--- src/verilog/bank_pkg.sv ---
/* Bank geometry and shared types. NUM_BANKS must be a power of two and at least LANES.
   Port addresses are byte addresses; bits above the bank word address do not exist. */
`default_nettype none

package bank_pkg;

  // Bank geometry
  localparam int NUM_BANKS   = 4;
  localparam int LANES       = 2;
  localparam int BANK_DATA_W = 32;
  localparam int BANK_ADDR_W = 8;

  // Byte offset inside a bank word, then the bank select just above it
  localparam int SEL_OFFSET  = 2;
  localparam int SEL_W       = 2;

  // Port byte address covers offset, select and bank word address
  localparam int ADDR_W      = SEL_OFFSET + SEL_W + BANK_ADDR_W;

  // Write lanes take indices 0..LANES-1, read lanes follow
  localparam int NUM_REQ     = 2 * LANES;

  typedef logic [SEL_W-1:0]             bank_sel_t;
  typedef logic [BANK_ADDR_W-1:0]       bank_addr_t;
  typedef logic [BANK_DATA_W-1:0]       bank_data_t;
  typedef logic [BANK_DATA_W/8-1:0]     bank_be_t;
  typedef logic [$clog2(NUM_REQ)-1:0]   req_idx_t;

  // Target of one lane request
  typedef struct packed {
    bank_sel_t  sel;
    bank_addr_t waddr;
  } lane_req_t;

  // Write port payload, one wide word
  typedef struct packed {
    logic [ADDR_W-1:0]           addr;
    bank_data_t [LANES-1:0]      data;
    bank_be_t   [LANES-1:0]      be;
  } wr_port_t;

  // Request to a single bank
  typedef struct packed {
    bank_addr_t addr;
    logic       we;
    bank_data_t wdata;
    bank_be_t   be;
  } bank_req_t;

endpackage

`default_nettype wire

--- src/verilog/lane_splitter.sv ---
/* Splits one port's wide request into LANES bank-word requests.
   The request and its address must stay stable until gnt_o. */
`timescale 1ns/1ps
`default_nettype none

module lane_splitter (
  input  logic                                        clk_i,
  input  logic                                        reset_i,
  input  logic                                        req_i,
  input  logic [bank_pkg::ADDR_W-1:0]                 addr_i,
  input  logic [bank_pkg::LANES-1:0]                  lane_gnt_i,
  output logic [bank_pkg::LANES-1:0]                  lane_valid_o,
  output bank_pkg::lane_req_t [bank_pkg::LANES-1:0]   lane_o,
  output logic                                        gnt_o
);

  // Lanes already granted for the current word
  logic [bank_pkg::LANES-1:0] done_q;
  logic [bank_pkg::LANES-1:0] lane_done;

  // Byte address of each lane
  logic [bank_pkg::LANES-1:0][bank_pkg::ADDR_W-1:0] lane_addr;

  for (genvar j = 0; j < bank_pkg::LANES; j++) begin : gen_lane
    // Lane j sits j bank words above the port address, wrapping at the top
    assign lane_addr[j] = addr_i + bank_pkg::ADDR_W'((bank_pkg::BANK_DATA_W / 8) * j);

    // Bank select right above the byte offset
    assign lane_o[j].sel =
        lane_addr[j][bank_pkg::SEL_OFFSET +: bank_pkg::SEL_W];
    // Bank word address from the bits above the select
    assign lane_o[j].waddr =
        lane_addr[j][bank_pkg::SEL_OFFSET + bank_pkg::SEL_W +: bank_pkg::BANK_ADDR_W];
  end

  // A granted lane drops out until the whole word is done
  assign lane_valid_o = {bank_pkg::LANES{req_i}} & ~done_q;

  // Lanes done after this cycle's grants
  assign lane_done = done_q | lane_gnt_i;

  // Port grant in the cycle the last outstanding lane is granted
  assign gnt_o = req_i & (&lane_done);

  always_ff @(posedge clk_i) begin
    if (reset_i) begin
      done_q <= '0;
    end else if (gnt_o) begin
      // Word complete, next request starts clean
      done_q <= '0;
    end else if (req_i) begin
      done_q <= lane_done;
    end
  end

endmodule

`default_nettype wire

--- src/verilog/bank_arbiter.sv ---
/* Per-bank round-robin arbitration over all lanes of both ports.
   A bank stays locked to its winner until the bank grants; lanes must hold until granted. */
`timescale 1ns/1ps
`default_nettype none

module bank_arbiter (
  input  logic                                          clk_i,
  input  logic                                          reset_i,
  input  logic [bank_pkg::NUM_REQ-1:0]                  lane_valid_i,
  input  bank_pkg::lane_req_t [bank_pkg::NUM_REQ-1:0]   lane_i,
  input  logic [bank_pkg::NUM_BANKS-1:0]                bank_gnt_i,
  output logic [bank_pkg::NUM_BANKS-1:0]                bank_req_o,
  output bank_pkg::req_idx_t [bank_pkg::NUM_BANKS-1:0]  winner_o,
  output logic [bank_pkg::NUM_REQ-1:0]                  lane_gnt_o
);

  for (genvar b = 0; b < bank_pkg::NUM_BANKS; b++) begin : gen_bank
    // Lanes that target this bank
    logic [bank_pkg::NUM_REQ-1:0] match;
    // Next index to get priority
    bank_pkg::req_idx_t           rr_q;
    bank_pkg::req_idx_t           rr_idx;
    logic                         rr_found;
    // Lock-in while the bank has not granted
    logic                         lock_q;
    bank_pkg::req_idx_t           lock_idx_q;

    always_comb begin
      for (int i = 0; i < bank_pkg::NUM_REQ; i++) begin
        match[i] = lane_valid_i[i] && (lane_i[i].sel == bank_pkg::bank_sel_t'(b));
      end
    end

    // Round-robin search from rr_q; walking down lets the nearest match win
    always_comb begin
      rr_idx   = rr_q;
      rr_found = 1'b0;
      for (int k = bank_pkg::NUM_REQ - 1; k >= 0; k--) begin
        if (match[(int'(rr_q) + k) % bank_pkg::NUM_REQ]) begin
          rr_idx   = bank_pkg::req_idx_t'((int'(rr_q) + k) % bank_pkg::NUM_REQ);
          rr_found = 1'b1;
        end
      end
    end

    // Locked bank keeps its previous winner
    assign winner_o[b]   = lock_q ? lock_idx_q : rr_idx;
    assign bank_req_o[b] = lock_q ? match[lock_idx_q] : rr_found;

    always_ff @(posedge clk_i) begin
      if (reset_i) begin
        rr_q   <= '0;
        lock_q <= 1'b0;
      end else begin
        // Pending and ungranted, so hold the choice
        lock_q <= bank_req_o[b] && !bank_gnt_i[b];
        // Pointer moves past the winner on a grant
        if (bank_req_o[b] && bank_gnt_i[b]) begin
          rr_q <= bank_pkg::req_idx_t'((int'(winner_o[b]) + 1) % bank_pkg::NUM_REQ);
        end
      end
    end

    // Winner of this cycle, used once the bank locks
    always_ff @(posedge clk_i) begin
      lock_idx_q <= winner_o[b];
    end
  end

  // Lane grant when its bank grants and names it as winner
  always_comb begin
    lane_gnt_o = '0;
    for (int b = 0; b < bank_pkg::NUM_BANKS; b++) begin
      if (bank_req_o[b] && bank_gnt_i[b]) begin
        lane_gnt_o[winner_o[b]] = 1'b1;
      end
    end
  end

endmodule

`default_nettype wire

--- src/verilog/bank_mux.sv ---
/* Builds each bank's request from its winning lane.
   Write data and byte enables come straight from the write port payload. */
`timescale 1ns/1ps
`default_nettype none

module bank_mux (
  input  bank_pkg::req_idx_t [bank_pkg::NUM_BANKS-1:0]  winner_i,
  input  bank_pkg::lane_req_t [bank_pkg::NUM_REQ-1:0]   lane_i,
  input  bank_pkg::wr_port_t                            wr_port_i,
  output bank_pkg::bank_req_t [bank_pkg::NUM_BANKS-1:0] bank_o
);

  // Index width of a write lane
  localparam int LANE_IDX_W = (bank_pkg::LANES > 1) ? $clog2(bank_pkg::LANES) : 1;

  for (genvar b = 0; b < bank_pkg::NUM_BANKS; b++) begin : gen_bank
    logic                  is_wr;
    logic [LANE_IDX_W-1:0] wr_lane;

    // Write lanes sit below LANES in the requester vector
    assign is_wr   = int'(winner_i[b]) < bank_pkg::LANES;
    assign wr_lane = winner_i[b][LANE_IDX_W-1:0];

    always_comb begin
      bank_o[b].addr  = lane_i[winner_i[b]].waddr;
      bank_o[b].we    = is_wr;
      bank_o[b].wdata = '0;
      bank_o[b].be    = '0;
      if (is_wr) begin
        bank_o[b].wdata = wr_port_i.data[wr_lane];
        bank_o[b].be    = wr_port_i.be[wr_lane];
      end
    end
  end

endmodule

`default_nettype wire

--- src/verilog/read_return.sv ---
/* Routes bank read data back to the read lanes, MEM_LATENCY cycles after each lane grant.
   No back-pressure: rd_valid_o is a single pulse that must be taken. */
`timescale 1ns/1ps
`default_nettype none

module read_return #(
  parameter int MEM_LATENCY = 1
) (
  input  logic                                         clk_i,
  input  logic                                         reset_i,
  input  logic [bank_pkg::LANES-1:0]                   lane_gnt_i,
  input  bank_pkg::lane_req_t [bank_pkg::LANES-1:0]    lane_i,
  input  bank_pkg::bank_data_t [bank_pkg::NUM_BANKS-1:0] bank_rdata_i,
  output logic                                         rd_valid_o,
  output bank_pkg::bank_data_t [bank_pkg::LANES-1:0]   rd_data_o
);

  // One delay line entry: grant seen and the bank it went to
  typedef struct packed {
    logic                valid;
    bank_pkg::bank_sel_t sel;
  } rd_sel_t;

  rd_sel_t [bank_pkg::LANES-1:0][MEM_LATENCY-1:0] shift_q;
  logic    [bank_pkg::LANES-1:0]                  sample;
  logic    [bank_pkg::LANES-1:0]                  filled_q;
  bank_pkg::bank_data_t [bank_pkg::LANES-1:0]     slot_q;

  for (genvar j = 0; j < bank_pkg::LANES; j++) begin : gen_lane
    rd_sel_t tap;

    always_ff @(posedge clk_i) begin
      if (reset_i) begin
        shift_q[j] <= '0;
      end else begin
        for (int k = MEM_LATENCY - 1; k > 0; k--) begin
          shift_q[j][k] <= shift_q[j][k-1];
        end
        shift_q[j][0] <= '{valid: lane_gnt_i[j], sel: lane_i[j].sel};
      end
    end

    // Bank data is on the bus when the entry leaves the line
    assign tap       = shift_q[j][MEM_LATENCY-1];
    assign sample[j] = tap.valid;

    always_ff @(posedge clk_i) begin
      if (tap.valid) begin
        slot_q[j] <= bank_rdata_i[tap.sel];
      end
    end
  end

  // Whole word present
  assign rd_valid_o = &filled_q;
  assign rd_data_o  = slot_q;

  // A new sample wins over the clear of the finished word
  always_ff @(posedge clk_i) begin
    if (reset_i) begin
      filled_q <= '0;
    end else begin
      filled_q <= (rd_valid_o ? '0 : filled_q) | sample;
    end
  end

endmodule

`default_nettype wire

--- src/verilog/banked_mem_ctrl.sv ---
/* Banked memory controller with parallel read and write ports over shared banks.
   Requests hold until their grant; banks must return read data MEM_LATENCY cycles after grant. */
`timescale 1ns/1ps
`default_nettype none

module banked_mem_ctrl #(
  parameter int MEM_LATENCY = 1
) (
  input  logic                                           clk_i,
  input  logic                                           reset_i,
  // Write port
  input  logic                                           wr_req_i,
  input  bank_pkg::wr_port_t                             wr_port_i,
  output logic                                           wr_gnt_o,
  // Read port
  input  logic                                           rd_req_i,
  input  logic [bank_pkg::ADDR_W-1:0]                    rd_addr_i,
  output logic                                           rd_gnt_o,
  output logic                                           rd_valid_o,
  output bank_pkg::bank_data_t [bank_pkg::LANES-1:0]     rd_data_o,
  // Banks
  output logic [bank_pkg::NUM_BANKS-1:0]                 bank_req_o,
  output bank_pkg::bank_req_t [bank_pkg::NUM_BANKS-1:0]  bank_o,
  input  logic [bank_pkg::NUM_BANKS-1:0]                 bank_gnt_i,
  input  bank_pkg::bank_data_t [bank_pkg::NUM_BANKS-1:0] bank_rdata_i
);

  // All lane requesters, write lanes first
  logic [bank_pkg::NUM_REQ-1:0]                 lane_valid;
  bank_pkg::lane_req_t [bank_pkg::NUM_REQ-1:0]  lane;
  logic [bank_pkg::NUM_REQ-1:0]                 lane_gnt;
  bank_pkg::req_idx_t [bank_pkg::NUM_BANKS-1:0] winner;

  lane_splitter i_wr_splitter (
    .clk_i        ( clk_i                             ),
    .reset_i      ( reset_i                           ),
    .req_i        ( wr_req_i                          ),
    .addr_i       ( wr_port_i.addr                    ),
    .lane_gnt_i   ( lane_gnt[bank_pkg::LANES-1:0]     ),
    .lane_valid_o ( lane_valid[bank_pkg::LANES-1:0]   ),
    .lane_o       ( lane[bank_pkg::LANES-1:0]         ),
    .gnt_o        ( wr_gnt_o                          )
  );

  lane_splitter i_rd_splitter (
    .clk_i        ( clk_i                                             ),
    .reset_i      ( reset_i                                           ),
    .req_i        ( rd_req_i                                          ),
    .addr_i       ( rd_addr_i                                         ),
    .lane_gnt_i   ( lane_gnt[bank_pkg::NUM_REQ-1:bank_pkg::LANES]     ),
    .lane_valid_o ( lane_valid[bank_pkg::NUM_REQ-1:bank_pkg::LANES]   ),
    .lane_o       ( lane[bank_pkg::NUM_REQ-1:bank_pkg::LANES]         ),
    .gnt_o        ( rd_gnt_o                                          )
  );

  bank_arbiter i_bank_arbiter (
    .clk_i        ( clk_i      ),
    .reset_i      ( reset_i    ),
    .lane_valid_i ( lane_valid ),
    .lane_i       ( lane       ),
    .bank_gnt_i   ( bank_gnt_i ),
    .bank_req_o   ( bank_req_o ),
    .winner_o     ( winner     ),
    .lane_gnt_o   ( lane_gnt   )
  );

  bank_mux i_bank_mux (
    .winner_i  ( winner    ),
    .lane_i    ( lane      ),
    .wr_port_i ( wr_port_i ),
    .bank_o    ( bank_o    )
  );

  // Only the read lanes feed the return path
  read_return #(
    .MEM_LATENCY ( MEM_LATENCY )
  ) i_read_return (
    .clk_i        ( clk_i                                         ),
    .reset_i      ( reset_i                                       ),
    .lane_gnt_i   ( lane_gnt[bank_pkg::NUM_REQ-1:bank_pkg::LANES] ),
    .lane_i       ( lane[bank_pkg::NUM_REQ-1:bank_pkg::LANES]     ),
    .bank_rdata_i ( bank_rdata_i                                  ),
    .rd_valid_o   ( rd_valid_o                                    ),
    .rd_data_o    ( rd_data_o                                     )
  );

endmodule

`default_nettype wire

--- config.mk ---
export PLATFORM = sky130hd
export DESIGN_NAME = banked_mem_ctrl
export DESIGN_NICKNAME = d
export VERILOG_FILES = /design/src/verilog/bank_pkg.sv /design/src/verilog/lane_splitter.sv /design/src/verilog/bank_arbiter.sv /design/src/verilog/bank_mux.sv /design/src/verilog/read_return.sv /design/src/verilog/banked_mem_ctrl.sv
export SDC_FILE = /design/constraint.sdc
export NUM_CORES = 1
export LEC_CHECK = 0
export ABC_AREA = 1
export ABC_CLOCK_PERIOD_IN_PS = 2500
export BUFFER_PORTS_ARGS = -buffer_cell sky130_fd_sc_hd__buf_4
export CORE_AREA = 4 4 188 190
export CTS_BUF_LIST = sky130_fd_sc_hd__clkbuf_4
export DETAILED_ROUTE_END_ITERATION = 10
export DIE_AREA = 0 0 192 194
export PLACE_DENSITY_LB_ADDON = 0.1
export REMOVE_ABC_BUFFERS = 1
export SETUP_SLACK_MARGIN = 0.15
export SYNTH_ARGS = -nofsm -noshare
export SYNTH_HDL_FRONTEND = slang
export SYNTH_SLANG_ARGS = --single-unit
--- constraint.sdc ---
create_clock -name clk_i -period 2.5 [get_ports clk_i]
set_clock_uncertainty 0.2 [all_clocks]
set_input_delay 0.125 -clock clk_i [delete_from_list [all_inputs] [get_ports clk_i]]
set_output_delay 0.125 -clock clk_i [all_outputs]
set_load 0.005 [all_outputs]
==> flow_summary.ini, run 1 <==
[status]
status = complete, but fails checks
violations = negative setup slack

[placed_design]
io_buffers = 478
dpl.hpwl_um = 36800
finalWeightedCongestion = 0.880
pre_cts_ws_ns = -0.350

[sta]
tightest_slew_ns = 0.796
fin_setup_tns_ns = -112.04
max_clock_freq_mhz = 309
slew_headroom = 0.466
slew_violations = 0
setup_slack_ns = -0.736
fin_crit_sh = 1.29
finalHoldViolCount = 0
finalSetupViolCount = 188
layout_min_cycle_time_ns = 3.24
rsz0062_at_grt = yes

[floorplanning]
std_cell_rows = 67
dieArea_um2 = 37200
die_y_um = 194
dieWidth_um = 192
start_util = 0.266
boundaryPins = 483
core-area_um2 = 33400

[synthesis]
netlist_instances = 1382
synth.most_common_cell = o21ai_0
ys_top_cells_by_count = o21ai_0, nor2_1, inv_1, o22ai_1, nand2_1
yosysTopAreaCellShare = 0.216
synth-edff-count = 64
synth_top_cell_by_area = edfxtp_1
ys_seq_area_frac = 0.289
ys_types = 37
synth_flop_cell = edfxtp_1
synthesis.area_um2 = 8880
ys_warn_count = 0
ys_ff_latch = 96
ys_async_sr_fraction = 0
avgSynthCellArea_um2 = 6.43
synthTopCellsByArea = edfxtp_1, o21ai_0, o22ai_1

[drt]
vias = 14200
via_per_inst = 5.36
drtPass1Iterations = 5
ant_nets = 0
initialDrtViolationCount = 1210
wl_per_cell_um = 22.1
drc = 0
wl_um = 58400

[clocking]
root_buffer = clkbuf_4
cts_tree = built
cts.sinks = 96
h-tree-depth = 3
clk_latency_ns = 0.49
clkTransAtPathRegs_ns = 0.18
cts_made_buffers = 9
cts_max_path_buffers = 2

[global_routing]
grt_use_total = 0.263
grt_pass1_vias = 13300
grt_pass1_wl_um = 77900
antenna_found_initial = 1
grt_start_max_net_pins = 65
overflow = 0

[cells_and_area]
layout-drive-gt1-share = 0.540
nets = 2437
area_growth_syn_to_layout_pct = 128

[critical_path]
arrival_ns = 3.44
crit_fanout = 4
worstSetupPathType = register to register
crit_required_ns = 2.71
start_kind = register
end_kind = register

[power_and_ir_drop]
power.density_nw_per_um2 = 1830
peakVddDrop_mv = 1.64
power.leakage_nw = 8.98

[run]
drv_cap = 0

[hold_path]
hold_class = input port to register
metrics by stage:
stage | utilization | power [mW] | cell area (um^2) | instances | hold WS (ns)
2_1_floorplan | - | 9.45 | 8430 | 1288 | -0.00831
3_3_place_gp | 0.419 | 21.1 | 14000 | 2375 | 0.102
3_5_place_dp | 0.419 | 21.1 | 14000 | 2375 | 0.100
4_1_cts | 0.515 | 27.6 | 17200 | 2585 | -0.196
5_1_grt | 0.605 | 38.4 | 20200 | 2648 | 0.0776
6_report | 0.605 | 37.0 | 20200 | 2648 | 0.0971
worst paths after layout:
check	startpoint	to	slack, ns	cells after the start
setup / recovery	i_wr_splitter.done_q[1]$_SDFFE_PP0P_	i_wr_splitter.done_q[0]$_SDFFE_PP0P_	-0.74	24
hold / removal	rd_addr_i[2]	i_read_return.gen_lane[1].tap[1]$_SDFF_PP0_	0.1	6
setup reg to reg	i_wr_splitter.done_q[1]$_SDFFE_PP0P_	i_wr_splitter.done_q[0]$_SDFFE_PP0P_	-0.74	24
hold reg to reg	i_read_return.filled_q[1]$_SDFF_PP0_	i_read_return.filled_q[1]$_SDFF_PP0_	0.36	2
critical path: stages, from the launching register on:
cell and delay, ns:
dfxtp_2 0.37, nor2_4 0.12, nand2_2 0.11, o21ai_4 0.17
nand2_2 0.11, inv_2 0.08, nor2_2 0.06, a21oi_2 0.16
xor2_1 0.15, nand2_1 0.11, nand2_4 0.12, inv_6 0.06
ha_4 0.15, inv_2 0.04, o21ai_2 0.05, nor2_2 0.11
nand3_2 0.11, buf_4 0.15, buf_6 0.10, buf_4 0.12
buf_4 0.12, buf_4 0.12, buf_6 0.10, a21oi_2 0.11
nor2_1 0.04
flip-flops by register name, summed over array words and instances, names as in the netlist:
signal / flops
i_rd_splitter.done_q: 2
i_wr_splitter.done_q: 2
i_read_return.gen_lane.tap: 6
i_read_return.rd_data_o: 64
i_bank_arbiter.gen_bank.rr_q: 8
i_bank_arbiter.gen_bank.lock_idx_q: 8
i_read_return.filled_q: 2
i_bank_arbiter.gen_bank.lock_q: 4
routing by layer:
metal	share of wire	global-route usage	routed length, um
met1	0.39	0.335	22800
met2	0.48	0.441	27800
met3	0.095	0.0591	5550
met4	0.039	0.0832	2260
met5	0	0	0
kinds of logic (layout without fill, tap and decap cells):
| family | after synthesis | count (layout) | share of synthesized area |
|---|---|---|---|
| AOI/OAI and AO/OA | 542 | 542 | 0.346 |
| other | 0 | 1 | 0 |
| DFF | 96 | 96 | 0.289 |
| buffers and inverters | 283 | 1098 | 0.131 |
| and+or+nand+nor | 433 | 435 | 0.203 |
| adders and majority gates | 11 | 11 | 0.0155 |
| xor gates and xnor gates | 17 | 17 | 0.0168 |
where the power goes:
part / internal, mW / switching [mW] / leakage (nW)
sequential: 2.20 / 0.340 / 0.854
combinational: 17.2 / 16.2 / 8.05
clock: 0.333 / 0.649 / 0.0771
total: 19.8 / 17.2 / 8.98
final cells by class:
class                   count  area [um^2]
inverters                 189          767
well taps                 448          561
multi-input cells        1005         7550
flip-flops and latches     96         2580
clock buffers              10         75.1
clock inverters             6         76.3
diodes                      1         2.50
repair buffers            893         8620
fillers                  2786        13200
cell usage in the layout (no fill, tap or decap), types with 19 or more instances in the layout:
master	instances
o22ai_2	48
nand3_1	39
o21ai_0	146
clkbuf_16	19
a21oi_1	19
nor2_1	170
buf_12	35
buf_6	119
dlygate4sd3_1	139
nand2_2	37
a21oi_2	63
buf_4	557
nand3_2	19
edfxtp_1	64
o22ai_4	32
o22ai_1	71
o21ai_1	31
a21oi_4	19
inv_1	158
dfxtp_1	20
o21ai_2	56
nand2_1	96
timing repair:
item | in CTS | in global routing
pin swaps | 39 | 137
hold buffers | 138 | 2
cloned | 14 | 28
resized for setup | 236 | 504
endpoints found under the setup margin | 195 | 200
buffers inserted | 42 | 33
hold endpoints to repair | 85 | 2
Note: power is estimated with default switching activity, not from simulation.
==> inputs of run 2 (changes only) <==
- ABC_AREA: 1 -> 0
- CORE_AREA: 4 4 188 190 -> 4 4 186 188
- DIE_AREA: 0 0 192 194 -> 0 0 190 192
==> run 2 against run 1 <==
Net effect:
- the run still ends with negative setup slack left
- clock power fell by 2.5%
- fmax rose by 0.70%
- highest routed layer unchanged
- critical endpoint is now bank_o[110]
- critical path type is now register to output port
- largest power group unchanged
- register-to-register slack improved by 0.56 ns
- clock-buffer cell count fell by 1
- design area fell by 7.3%
==> flow_summary.ini, run 2 <==
[synthesis]
yosysTopAreaCellShare = 0.207
ys_warn_count = 0
synth_flop_cell = edfxtp_1
ys_ff_latch = 96
synthTopCellsByArea = edfxtp_1, mux4_2, nand2_1
synth.most_common_cell = nand2_1
synth-edff-count = 64
ys_async_sr_fraction = 0
ys_top_cells_by_count = nand2_1, a21oi_1, edfxtp_1, mux4_2, xor2_1
synthesis.area_um2 = 9290
netlist_instances = 1121
avgSynthCellArea_um2 = 8.28
ys_seq_area_frac = 0.276
synth_top_cell_by_area = edfxtp_1
ys_types = 81

[power_and_ir_drop]
totalPowerFinal_mw = 9.19
power.density_nw_per_um2 = 490
peakVddDrop_mv = 0.261
power.leakage_nw = 8.17

[cells_and_area]
regArea_um2 = 2570
final_common_cell = buf_4
final_util = 0.567
n_fill_cell = 2874
multi_input_area_um2 = 7380
area_growth_syn_to_layout_pct = 102
final_cell_mix = buf_4, nand2_1, dlygate4sd3_1
largest_reg_flops = 64
design_area_um2 = 18800
layout-drive-gt1-share = 0.587
nets = 2132

[sta]
finalHoldViolCount = 0
setup_slack_ns = -0.713
layout_min_cycle_time_ns = 3.21
fin_crit_sh = 1.29
slew_headroom = 0.578
fin_hold_ws_ns = 0.0590
tightest_slew_ns = 0.632
max_clock_freq_mhz = 311
finalSetupViolCount = 194
rsz0062_at_grt = yes
slew_violations = 0
fin_setup_tns_ns = -105.82

[global_routing]
antenna_found_initial = 1
grt_pass1_wl_um = 72600
grt_use_total = 0.256
overflow = 0
grt_pass1_vias = 12000
grt_start_max_net_pins = 47

[clocking]
root_buffer = clkbuf_4
cts_tree = built
clk_latency_ns = 0.48
cts.sinks = 96
clkTransAtPathRegs_ns = 0.18
cts_max_path_buffers = 2
h-tree-depth = 3
cts_made_buffers = 9

[critical_path]
regToRegEndpoint = i_wr_splitter.done_q[1]$_SDFFE_PP0P_
reg2regPathDepth = 10
crit_required_ns = 2.17
ff2ff_setup_slack_ns = -0.18
arrival_ns = 2.89
worstSetupPathType = register to output port
crit_fanout = 11
start_kind = register
end_kind = output port
rr_startpoint = i_wr_splitter.done_q[0]$_SDFFE_PP0P_

[drt]
via_per_inst = 5.17
vias = 12100
drc = 0
wl_um = 51400
initialDrtViolationCount = 596
wl_per_cell_um = 22.0
ant_nets = 0
drtPass1Iterations = 5

[floorplanning]
dieWidth_um = 190
die_y_um = 192
start_util = 0.280
std_cell_rows = 67
dieArea_um2 = 36500
boundaryPins = 483
core-area_um2 = 33100

[status]
violations = negative setup slack
status = complete, but fails checks

[hold_path]
hold_depth = 5
hold_end = i_read_return.gen_lane[0].tap[1]$_SDFF_PP0_
worstHoldStart = rd_addr_i[3]
hold_class = input port to register

[run]
drv_cap = 0

[placed_design]
dpl-instance-area_um2 = 14500
finalWeightedCongestion = 0.876
io_buffers = 478
dpl.hpwl_um = 35100
-- run 2: cell types whose count changed in the layout (fill, tap and decap cells not counted), moves of 64 or more --
cell | before | now
buf_6 | 119 | 33
inv_1 | 158 | 15
o21ai_0 | 146 | 8
mux4_2 | 0 | 64
nand2_1 | 96 | 222
o22ai_1 | 71 | 5
nor2_1 | 170 | 34
-- run 2: stage by stage --
step	std cells	setup WS, ns
floorplan	1013	-3.14
finish	2343	-0.713
global placement	2099	-0.246
global route	2343	-0.871
CTS	2313	-0.807
detailed placement	2099	-0.292
-- run 2: final cells by class --
class,count,area share
multi-input combinational,895,0.393
tap,448,0.0299
timing repair buffer,865,0.426
antenna,1,0.000133
inverter,22,0.00587
sequential,96,0.137
clock buffer,9,0.00360
clock inverter,7,0.00407
-- run 2: worst max-delay path, cell delays in order (launching register included) --
cell	delay, ns
dfxtp_2	0.37
buf_12	0.14
and4bb_2	0.34
buf_6	0.11
o21ai_2	0.05
a21o_1	0.20
a22oi_2	0.25
buf_4	0.18
buf_12	0.11
buf_12	0.13
buf_16	0.15
nand2_1	0.09
a21oi_2	0.14
buf_4	0.14
-- run 2: logic make-up (layout without fill, tap and decap cells) --
logic type | Yosys count | count (layout) | synth area share
fa+ha+maj | 11 | 11 | 0.0148
flops | 96 | 96 | 0.276
mux | 103 | 103 | 0.197
buf+inv | 130 | 903 | 0.0629
compound gates | 227 | 227 | 0.147
other cells | 0 | 1 | 0
xor+xnor | 66 | 66 | 0.0623
simple gates | 488 | 488 | 0.240
-- run 2: repair_timing --
item / 4_1_cts / 5_1_grt
hold buffers: 149 / 0
setup endpoints to repair: 197 / 221
gates cloned: 13 / 7
hold endpoints to repair: 87 / 0
resized for setup: 178 / 276
pin swaps: 46 / 134
buffers inserted: 36 / 22
-- run 2: how the worst max path moves through the flow --
stage,startpoint,end,slack (ns)
CTS,i_wr_splitter.done_q[1]$_SDFFE_PP0P_,rd_gnt_o,-0.81
global placement,rd_addr_i[2],rd_gnt_o,-0.25
global route,i_wr_splitter.done_q[0]$_SDFFE_PP0P_,rd_gnt_o,-0.87
finish,i_wr_splitter.done_q[0]$_SDFFE_PP0P_,bank_o[110],-0.71
detailed placement,rd_addr_i[2],wr_gnt_o,-0.29
floorplan,i_rd_splitter.done_q[0]$_SDFFE_PP0P_,wr_gnt_o,-3.14
-- run 2: routing by layer --
| layer | wire [um] | track usage | vias to the layer above |
|---|---|---|---|
| met1 | 19900 | 0.313 | 5898 |
| li1 | - | - | 5523 |
| met3 | 4060 | 0.0565 | 103 |
| met2 | 25700 | 0.444 | 591 |
| met4 | 1750 | 0.0946 | 0 |
| met5 | 0 | 0 | - |
-- run 2: power breakdown --
group	switching [mW]	total, mW	leakage (nW)	internal, mW
Sequential	0.105	1.94	0.847	1.84
Clock	0.638	0.957	0.0807	0.319
Combinational	2.90	6.29	7.24	3.39
Total	3.65	9.19	8.17	5.54
